$ cat src/miner_pkg.sv
//--------------------------------------
// shared types and constants for the claw
// subsystem. every block pulls these in by
// import, ports use scoped names
//--------------------------------------
`default_nettype none

package miner_pkg;

    typedef enum logic [1:0] {
        kind_stone   = 2'd0,
        kind_gold    = 2'd1,
        kind_diamond = 2'd2,
        kind_none    = 2'd3
    } item_kind_e;

    typedef struct packed {
        logic [8:0]  x;        // left edge
        logic [7:0]  y;        // top edge
        logic [10:0] spare;
        item_kind_e  kind;
        logic        visible;
        logic        moving;   // hooked on the rope
    } item_t;

    typedef struct packed {
        logic [8:0] sin;       // x 256
        logic [8:0] cos;
        logic       cos_neg;   // end point left of origin
    } trig_t;

    typedef struct packed {
        logic [9:0] degree;
        logic [9:0] len;
        logic [9:0] end_x;
        logic [9:0] end_y;
    } rope_pos_t;

    typedef enum logic [3:0] {
        st_stop,
        st_wait_swing, st_swing,
        st_wait_down, st_down,
        st_check_addr, st_check_read, st_check_test,
        st_wait_up, st_up,
        st_carry_read, st_carry_write,
        st_collect
    } rope_state_e;

    localparam int origin_x      = 160;
    localparam int origin_y      = 45;
    localparam int rope_min      = 20;
    localparam int rope_max      = 275;
    localparam int delta_len     = 2;    // pixels per frame
    localparam int deg_min       = 15;
    localparam int deg_max       = 165;
    localparam int deg_start     = 165;
    localparam int edge_left     = 10;
    localparam int edge_right    = 310;
    localparam int edge_bottom   = 230;
    localparam int item_size     = 16;
    localparam int item_count    = 16;
    localparam int item_index_w  = 4;
    localparam int score_w       = 10;
    localparam int value_stone   = 1;
    localparam int value_gold    = 2;
    localparam int value_diamond = 5;

    // round(sin(d) * 256) for d = 0..90
    localparam logic [8:0] sin_table [0:90] = '{
          0,   4,   9,  13,  18,  22,  27,  31,  36,  40,
         44,  49,  53,  58,  62,  66,  71,  75,  79,  83,
         88,  92,  96, 100, 104, 108, 112, 116, 120, 124,
        128, 132, 136, 139, 143, 147, 150, 154, 158, 161,
        165, 168, 171, 175, 178, 181, 184, 187, 190, 193,
        196, 199, 202, 204, 207, 210, 212, 215, 217, 219,
        222, 224, 226, 228, 230, 232, 234, 236, 237, 239,
        241, 242, 243, 245, 246, 247, 248, 249, 250, 251,
        252, 253, 254, 254, 255, 255, 255, 256, 256, 256,
        256
    };

endpackage

`default_nettype wire
$ cat src/rope_unit.sv
//--------------------------------------
// claw subsystem top. rope controller,
// trig table, go key, item memory and
// score. the drawer reads items through
// draw_index and draw_item
//--------------------------------------
`default_nettype none
`timescale 1ns/1ps

module rope_unit #(
    parameter int frame_cycles = 833334
) (
    input  wire                               clock,
    input  wire                               resetn,
    input  wire                               enable,
    input  wire                               go_key,
    input  wire                               draw_busy,
    input  wire [miner_pkg::item_index_w-1:0] draw_index,
    input  wire                               load_en,
    input  wire [miner_pkg::item_index_w-1:0] load_index,
    input  wire miner_pkg::item_t             load_item,
    output miner_pkg::rope_pos_t              pos,
    output miner_pkg::item_t                  draw_item,
    output logic [miner_pkg::score_w-1:0]     score
);
    import miner_pkg::*;

    logic [9:0]              degree;
    trig_t                   trig;
    logic                    go_req;
    logic                    go_take;
    logic [item_index_w-1:0] claw_index;
    logic                    claw_we;
    item_t                   claw_wdata;
    item_t                   claw_rdata;
    logic                    add_en;
    item_kind_e              add_kind;

    rope_ctrl #(
        .frame_cycles (frame_cycles)
    ) i_rope_ctrl (.*);

    angle_trig i_angle_trig (.*);

    key_pulse i_key_pulse (
        .key (go_key),
        .*
    );

    item_ram i_item_ram (.*);

    score_counter i_score_counter (.*);

endmodule

`default_nettype wire

$ cat src/rope_ctrl.sv
//--------------------------------------
// rope state machine. swings the rope,
// drops it on go, tests every item for a
// hit, reels in with the caught item and
// hands its kind to the score counter
//--------------------------------------
`default_nettype none
`timescale 1ns/1ps

module rope_ctrl #(
    parameter int frame_cycles = 833334
) (
    input  wire                                clock,
    input  wire                                resetn,
    input  wire                                enable,
    input  wire                                draw_busy,
    input  wire                                go_req,
    output logic                               go_take,
    output logic [9:0]                         degree,
    input  wire miner_pkg::trig_t              trig,
    output logic [miner_pkg::item_index_w-1:0] claw_index,
    output logic                               claw_we,
    output miner_pkg::item_t                   claw_wdata,
    input  wire miner_pkg::item_t              claw_rdata,
    output logic                               add_en,
    output miner_pkg::item_kind_e              add_kind,
    output miner_pkg::rope_pos_t               pos
);
    import miner_pkg::*;

    rope_state_e                         state;
    logic [$clog2(frame_cycles + 1)-1:0] frame_cnt;
    logic                                dir_up;     // survives a drop
    logic                                carrying;
    logic [17:0]                         len_fx;     // 8 fraction bits
    logic [9:0]                          len;
    logic [9:0]                          end_x;
    logic [9:0]                          end_y;
    logic [26:0]                         prod_x;
    logic [26:0]                         prod_y;
    logic [2:0]                          step_x;
    logic [2:0]                          step_y;
    item_t                               held;
    item_t                               moved;
    logic                                in_wait;
    logic                                frame_last;
    logic                                tick;
    logic                                edge_hit;
    logic                                item_hit;

    assign len        = len_fx[17:8];
    assign in_wait    = state inside {st_wait_swing, st_wait_down, st_wait_up};
    assign frame_last = (frame_cnt == frame_cycles - 1);
    assign tick       = in_wait && frame_last && !draw_busy;

    always_ff @(posedge clock) begin
        if (!resetn || !in_wait)
            frame_cnt <= '0;
        else if (!frame_last)
            frame_cnt <= frame_cnt + 1'b1;   // then hold while the drawer is busy
    end

    assign prod_x = len_fx * trig.cos;
    assign prod_y = len_fx * trig.sin;

    always_ff @(posedge clock) begin
        if (trig.cos_neg)
            end_x <= 10'(origin_x) - prod_x[25:16];
        else
            end_x <= 10'(origin_x) + prod_x[25:16];
        end_y <= 10'(origin_y) + prod_y[25:16];
    end

    assign edge_hit = (end_x <= 10'(edge_left)) || (end_x >= 10'(edge_right))
                   || (end_y >= 10'(edge_bottom)) || (len >= 10'(rope_max));
    assign item_hit = held.visible && !held.moving
                   && (10'(held.x) < end_x) && (end_x < 10'(held.x) + 10'(item_size))
                   && (10'(held.y) < end_y) && (end_y < 10'(held.y) + 10'(item_size));

    // carried item follows the rope end back toward the origin
    assign step_x = 3'((delta_len * trig.cos) >> 8);
    assign step_y = 3'((delta_len * trig.sin) >> 8);

    always_comb begin
        moved   = claw_rdata;
        moved.x = trig.cos_neg ? claw_rdata.x + 9'(step_x) : claw_rdata.x - 9'(step_x);
        moved.y = claw_rdata.y - 8'(step_y);
    end

    always_ff @(posedge clock) begin
        if (state == st_check_read)
            held <= claw_rdata;
        else if (state == st_carry_write)
            held <= moved;
    end

    always_ff @(posedge clock) begin
        if (!resetn) begin
            state      <= st_stop;
            degree     <= 10'(deg_start);
            len_fx     <= 18'(rope_min << 8);
            dir_up     <= 1'b0;
            carrying   <= 1'b0;
            claw_index <= '0;
        end else begin
            case (state)
                st_stop:
                    if (enable)
                        state <= st_wait_swing;
                st_wait_swing:
                    if (tick)
                        state <= st_swing;
                st_swing: begin
                    if (go_req) begin
                        state <= st_wait_down;   // degree frozen from here
                    end else begin
                        state <= st_wait_swing;
                        if (dir_up) begin
                            degree <= degree + 1'b1;
                            if (degree + 1'b1 >= 10'(deg_max))
                                dir_up <= 1'b0;
                        end else begin
                            degree <= degree - 1'b1;
                            if (degree - 1'b1 <= 10'(deg_min))
                                dir_up <= 1'b1;
                        end
                    end
                end
                st_wait_down:
                    if (tick)
                        state <= st_down;
                st_down: begin
                    len_fx     <= len_fx + 18'(delta_len << 8);
                    claw_index <= '0;
                    state      <= st_check_addr;
                end
                st_check_addr:
                    if (!draw_busy)
                        state <= st_check_read;   // address only counts when ours
                st_check_read:
                    state <= st_check_test;
                st_check_test: begin
                    if (edge_hit) begin
                        state <= st_wait_up;
                    end else if (item_hit) begin
                        carrying <= 1'b1;
                        state    <= st_wait_up;
                    end else if (claw_index == item_index_w'(item_count - 1)) begin
                        state <= st_wait_down;
                    end else begin
                        claw_index <= claw_index + 1'b1;
                        state      <= st_check_addr;
                    end
                end
                st_wait_up:
                    if (tick)
                        state <= st_up;
                st_up: begin
                    len_fx <= len_fx - 18'(delta_len << 8);
                    if (carrying)
                        state <= st_carry_read;
                    else if (len - 10'(delta_len) <= 10'(rope_min))
                        state <= st_wait_swing;
                    else
                        state <= st_wait_up;
                end
                st_carry_read:
                    if (!draw_busy)
                        state <= st_carry_write;
                st_carry_write:
                    state <= (len <= 10'(rope_min)) ? st_collect : st_wait_up;
                st_collect: begin
                    carrying <= 1'b0;
                    state    <= st_wait_swing;
                end
                default:
                    state <= st_stop;
            endcase
        end
    end

    assign go_take  = (state == st_swing) && go_req;
    assign add_en   = (state == st_collect);
    assign add_kind = held.kind;
    assign claw_we  = (state == st_check_test && !edge_hit && item_hit)
                   || (state == st_carry_write) || (state == st_collect);

    always_comb begin
        claw_wdata = held;
        case (state)
            st_check_test:  claw_wdata.moving = 1'b1;   // hooked
            st_carry_write: claw_wdata = moved;
            default: begin
                claw_wdata.visible = 1'b0;
                claw_wdata.moving  = 1'b0;
            end
        endcase
    end

    assign pos = '{degree: degree, len: len, end_x: end_x, end_y: end_y};

    a_degree_range: assert property (@(posedge clock) disable iff (!resetn)
        degree >= 10'(deg_min) && degree <= 10'(deg_max))
        else $error("rope angle outside the swing range");

    // reel in must land exactly on the rest length
    a_rest_len_swing: assert property (@(posedge clock) disable iff (!resetn)
        (state == st_swing) |-> (len == 10'(rope_min)))
        else $error("rope swings while not fully reeled in");

endmodule

`default_nettype wire

$ cat src/score_counter.sv
//--------------------------------------
// score accumulator. adds the value of a
// collected item, sticks at the maximum
//--------------------------------------
`default_nettype none
`timescale 1ns/1ps

module score_counter (
    input  wire                            clock,
    input  wire                            resetn,
    input  wire                            add_en,
    input  wire miner_pkg::item_kind_e     add_kind,
    output logic [miner_pkg::score_w-1:0]  score
);
    import miner_pkg::*;

    logic [score_w-1:0] value;
    logic [score_w:0]   sum;   // carry bit flags overflow

    always_comb begin
        case (add_kind)
            kind_stone:   value = score_w'(value_stone);
            kind_gold:    value = score_w'(value_gold);
            kind_diamond: value = score_w'(value_diamond);
            default:      value = '0;
        endcase
    end

    assign sum = {1'b0, score} + {1'b0, value};

    always_ff @(posedge clock) begin
        if (!resetn)
            score <= '0;
        else if (add_en)
            score <= sum[score_w] ? '1 : sum[score_w-1:0];
    end

endmodule

`default_nettype wire

$ cat src/item_ram.sv
//--------------------------------------
// 16 entry item memory, registered read
// the drawer owns the read address while
// busy, writes come from load or claw
//--------------------------------------
`default_nettype none
`timescale 1ns/1ps

module item_ram (
    input  wire                               clock,
    input  wire                               resetn,
    input  wire                               load_en,
    input  wire [miner_pkg::item_index_w-1:0] load_index,
    input  wire miner_pkg::item_t             load_item,
    input  wire                               draw_busy,
    input  wire [miner_pkg::item_index_w-1:0] draw_index,
    output miner_pkg::item_t                  draw_item,
    input  wire [miner_pkg::item_index_w-1:0] claw_index,
    input  wire                               claw_we,
    input  wire miner_pkg::item_t             claw_wdata,
    output miner_pkg::item_t                  claw_rdata
);
    import miner_pkg::*;

    item_t                   mem [item_count];
    item_t                   rd_q;
    logic [item_index_w-1:0] rd_addr;
    logic [item_index_w-1:0] wr_addr;
    item_t                   wr_data;

    assign rd_addr = draw_busy ? draw_index : claw_index;
    assign wr_addr = load_en ? load_index : claw_index;
    assign wr_data = load_en ? load_item : claw_wdata;

    always_ff @(posedge clock) begin
        if (!resetn) begin
            for (int i = 0; i < item_count; i++)
                mem[i].visible <= 1'b0;   // field starts empty
        end else if (load_en || claw_we) begin
            mem[wr_addr] <= wr_data;
        end
    end

    always_ff @(posedge clock)
        rd_q <= mem[rd_addr];

    assign draw_item  = rd_q;
    assign claw_rdata = rd_q;

    // loader and claw are separate masters
    a_one_writer: assert property (@(posedge clock) disable iff (!resetn)
        !(load_en && claw_we))
        else $error("load and claw write in the same cycle");

endmodule

`default_nettype wire

$ cat src/key_pulse.sv
//--------------------------------------
// go key front end. synchronizes the key
// and keeps a go request pending from the
// rising edge until the controller takes it
//--------------------------------------
`default_nettype none
`timescale 1ns/1ps

module key_pulse (
    input  wire  clock,
    input  wire  resetn,
    input  wire  key,
    input  wire  go_take,
    output logic go_req
);

    logic [1:0] sync;
    logic       key_last;

    always_ff @(posedge clock) begin
        if (!resetn) begin
            sync     <= 2'b00;
            key_last <= 1'b0;
            go_req   <= 1'b0;
        end else begin
            sync     <= {sync[0], key};
            key_last <= sync[1];
            if (sync[1] && !key_last)
                go_req <= 1'b1;   // new press wins over a take
            else if (go_take)
                go_req <= 1'b0;
        end
    end

endmodule

`default_nettype wire

$ cat src/angle_trig.sv
//--------------------------------------
// sine and cosine of the rope angle
// pure lookup, degree 0..180, results x 256
// above 90 the table is read mirrored
//--------------------------------------
`default_nettype none
`timescale 1ns/1ps

module angle_trig (
    input  wire [9:0]        degree,
    output miner_pkg::trig_t trig
);
    import miner_pkg::*;

    logic [9:0] deg_c;
    logic [6:0] fold;   // folded into 0..90

    always_comb begin
        deg_c = (degree > 10'd180) ? 10'd180 : degree;
        if (deg_c > 10'd90)
            fold = 7'(10'd180 - deg_c);
        else
            fold = 7'(deg_c);
        trig.sin     = sin_table[fold];
        trig.cos     = sin_table[7'd90 - fold];
        trig.cos_neg = (deg_c > 10'd90);
    end

endmodule

`default_nettype wire

$ cat config.mk
export PLATFORM = sky130hd
export DESIGN_NAME = rope_unit
export DESIGN_NICKNAME = d
export VERILOG_FILES = /design/src/miner_pkg.sv /design/src/rope_unit.sv /design/src/rope_ctrl.sv /design/src/score_counter.sv /design/src/item_ram.sv /design/src/key_pulse.sv /design/src/angle_trig.sv
export SDC_FILE = /design/constraint.sdc
export NUM_CORES = 1
export LEC_CHECK = 0
export BUFFER_PORTS_ARGS = -buffer_cell sky130_fd_sc_hd__buf_2
export CELL_PAD_IN_SITES_DETAIL_PLACEMENT = 1
export CELL_PAD_IN_SITES_GLOBAL_PLACEMENT = 2
export CORE_MARGIN = 2
export CORE_UTILIZATION = 24
export CTS_CLUSTER_SIZE = 28
export DETAILED_ROUTE_END_ITERATION = 7
export GPL_TIMING_DRIVEN = 0
export PLACE_DENSITY_LB_ADDON = 0.05
export SYNTH_ARGS = -nofsm -noshare
export SYNTH_HDL_FRONTEND = slang
export SYNTH_SLANG_ARGS = --single-unit
$ cat constraint.sdc
create_clock -name clock -period 13.68 [get_ports clock]
set_input_delay 4.104 -clock clock [delete_from_list [all_inputs] [get_ports clock]]
set_output_delay 4.104 -clock clock [all_outputs]
set_load 0.05 [all_outputs]
==> impl_metrics.yaml <==
outcome:
  outcome: "completed"
grt:
  grt_use_total: 0.1696
  grt_pass1_vias: 26876
  grt_first_pass_wirelength_mm: 189.2
  grt_max_degree: 24
  grt.overflow.total: 0
  antenna_found_initial: 11
worst_setup_path:
  crit_path_max_incr_delay_ns: 0.55
  cp_common_cell: "inv_1"
  required_ns: 14.26
  cp.arrival_ns: 13.37
  reg2reg_setup_slack_ns: 0.89
  critPathKind: "reg -> reg"
  end_kind: "flop"
  worstRegToRegCells: 45
  rr_startpoint: "i_rope_ctrl.degree[0]"
  r2r_end: "i_rope_ctrl.end_x[9]"
  critPathSlowestCell: "a311oi_4"
  cp_max_fo: 13
  startpoint_type: "flop"
clock_tree:
  htree_num_levels: 3
  clk_pin_slew_ns: 0.07
  cts_buffers: 77
  postCtsHoldBufs: 0
  clock_sinks: 659
  cts_tree: "done"
  insertion_delay_ns: 0.66
  clk_path_buf_depth: 3
  cts-root-buf: "clkbuf_16"
min_path:
  min_path_cells: 1
  min_to: "i_key_pulse.sync[1]"
  hp-start: "i_key_pulse.sync[0]"
  worstHoldPathType: "reg -> reg"
synth:
  synth_area_leader_cell: "edfxtp_1"
  synth_top_flop_cell: "edfxtp_1"
  synth_edf_count: 528
  ys.warnings.count: 0
  synth_common_cells: "528 x edfxtp_1, 306 x nand2_1, 199 x inv_1, 168 x nor2_1, 145 x ha_1"
  netlist_instances: 2898
  async_flop_share: 0
  ys_seq_elements: 659
  synth_nets: 3188
  synth_top_area_frac: 0.4440
  avgSynthCellArea_um2: 12.32
  syn_area_um2: 35710
  synth_cell_type_count: 109
  yosysSeqAreaShare: 0.5175
  yosysMostFrequentCell: "edfxtp_1"
  yosys-top-cells-area: "edfxtp_1 44%, mux4_2 8.2%, dfxtp_1 7.3%, fa_1 5.6%, ha_1 5.1%"
route:
  remaining_drc_errors: 0
  via_count: 24369
  firstDrtPassIters: 5
  via_per_inst: 4.744
  wl_per_cell_um: 24.95
  final_antenna_net_count: 0
  initialDrtViolationCount: 1213
  wl_mm: 128.2
power:
  leakage_nw: 15.19
  ir_drop_mv: 0.2194
  p_per_area_nw_per_um2: 221.0
  finalPower_w: 0.009296
sta:
  worst_slew_pin_slew_ns: 1.325
  fmax_mhz: 78.20
  rsz0062_at_grt: "no"
  hold_violations: 0
  slew_headroom: 0.1167
  setup-violations-final: 0
  slew_violations: 0
  worst_slack_ns: 0.8919
  skew_ns: 0.03203
  finalCriticalPeriod_ns: 12.79
  holdWs_ns: 0.4422
  fin_crit_sh: 0.9348
placement:
  gp_congestion: 0.7728
  portBuffers: 125
  pre_cts_slack_ns: -1.508
  post-dp-hpwl_mm: 93.30
  place_inst: 4982
layout:
  multi_input_area_um2: 15940
  area_growth_syn_to_layout_pct: 17.81
  nets: 3433
  final_cells: 5137
  drive_gt1_frac: 0.1632
  regArea_um2: 18480
  fillers: 15994
floorplanning:
  die_w_um: 389.7
  rows: 141
  die_area_um2: 151900
  core_area_um2: 147700
  ios: 128
  start_util: 0.2418
  die_y_um: 389.7
job:
  drv_cap: 0
## repair_timing
| item | CTS | global route |
|---|---|---|
| pin swaps | 0 | 1 |
| setup endpoints to repair | 76 | 4 |
| cloned | 0 | 0 |
| gates resized for setup | 11 | 21 |
| buffers inserted | 0 | 3 |
## layer usage
layer  wire (µm)  up-vias  track usage
met5          19        -            0
met4        2380        2      0.04123
met3        4212      111      0.01888
met2       64750      355       0.2998
met1       56790    12794       0.2206
li1            -    11107            -
## final cells by class
class / count / area share
multi-input combinational: 1876 / 0.3790
clock buffer: 102 / 0.05044
clock inverter: 39 / 0.01097
sequential: 659 / 0.4392
buffer: 159 / 0.01538
inverter: 203 / 0.01817
timing repair buffer: 167 / 0.02930
antenna: 2 / 0.0001190
tap: 1930 / 0.05740
## power breakdown
group,switching [W],total (W),internal [W]
registers,0.0000706,0.00238,0.00231
logic,0.00304,0.00479,0.00175
clock network,0.000859,0.00212,0.00127
total,0.00397,0.00930,0.00533
## layout by cell type (no fill, tap or decap), drive strengths merged, types with 34 or more instances in the layout
cell type | Yosys | final
edfxtp | 528 | 528
nand2 | 306 | 306
clkbuf | 119 | 219
buf | 41 | 209
inv | 200 | 204
nor2 | 170 | 170
ha | 145 | 145
dfxtp | 131 | 131
mux4 | 130 | 130
o21ai | 113 | 113
and2 | 108 | 108
fa | 99 | 99
a21oi | 96 | 96
xnor2 | 73 | 73
a211oi | 61 | 61
nand3 | 59 | 59
mux2i | 57 | 57
a31oi | 56 | 56
xor2 | 50 | 50
nor3 | 40 | 40
a21o | 34 | 34
## how the worst max path moves through the flow
stage	startpoint	endpoint	slack, ns	cells after the start
floorplan	i_rope_ctrl.degree[0]	i_rope_ctrl.end_x[9]	2.42	46
global placement	i_rope_ctrl.degree[0]	i_rope_ctrl.end_x[9]	-1.52	44
detailed placement	i_rope_ctrl.degree[0]	i_rope_ctrl.end_x[9]	-1.51	45
CTS	i_rope_ctrl.degree[0]	i_rope_ctrl.end_x[9]	0.05	46
global route	i_rope_ctrl.degree[0]	i_rope_ctrl.end_x[9]	0.007	45
finish	i_rope_ctrl.degree[0]	i_rope_ctrl.end_x[9]	0.89	45
## sequential cells by signal, indices dropped and copies added (netlist names)
register / flops
i_item_ram.claw_rdata: 32
i_rope_ctrl.len_fx: 9
i_score_counter.score: 10
i_rope_ctrl.frame_cnt: 20
i_rope_ctrl.end_y: 10
i_key_pulse.key_last: 1
i_rope_ctrl.add_kind: 2
i_key_pulse.sync: 2
i_rope_ctrl.carrying: 1
i_rope_ctrl.degree: 10
i_key_pulse.go_req: 1
i_rope_ctrl.claw_index: 4
i_item_ram.mem: 512
i_rope_ctrl.state: 4
i_rope_ctrl.dir_up: 1
i_rope_ctrl.held: 30
i_rope_ctrl.end_x: 10
## critical path, delay by kind of cell (launching register included)
kind,cells,cell delay (ns)
compound gates,11,2.97
simple gates,10,2.17
buf+inv,10,1.85
mux,1,0.52
fa+ha+maj,9,3.62
flops,1,0.47
xor+xnor,4,1.11
## kinds of logic after synthesis
group                      synth area share
DFF                                  0.5175
muxes                               0.09923
AOI/OAI and AO/OA                   0.09345
adders and majority gates            0.1063
other                             0.0001050
buffers and inverters               0.03928
and+or+nand+nor                      0.1123
xor gates and xnor gates            0.03185
## through the flow
step	setup TNS (ns)	util	instance area, µm²
after floorplan	0	-	35710
final	0	0.2849	42070
after global placement	-21.62	0.2624	38750
after detailed placement	-33.34	0.2659	39270
after global routing	0	0.2849	42060
after CTS	0	0.2837	41890
(Power assumes the default switching activity.)
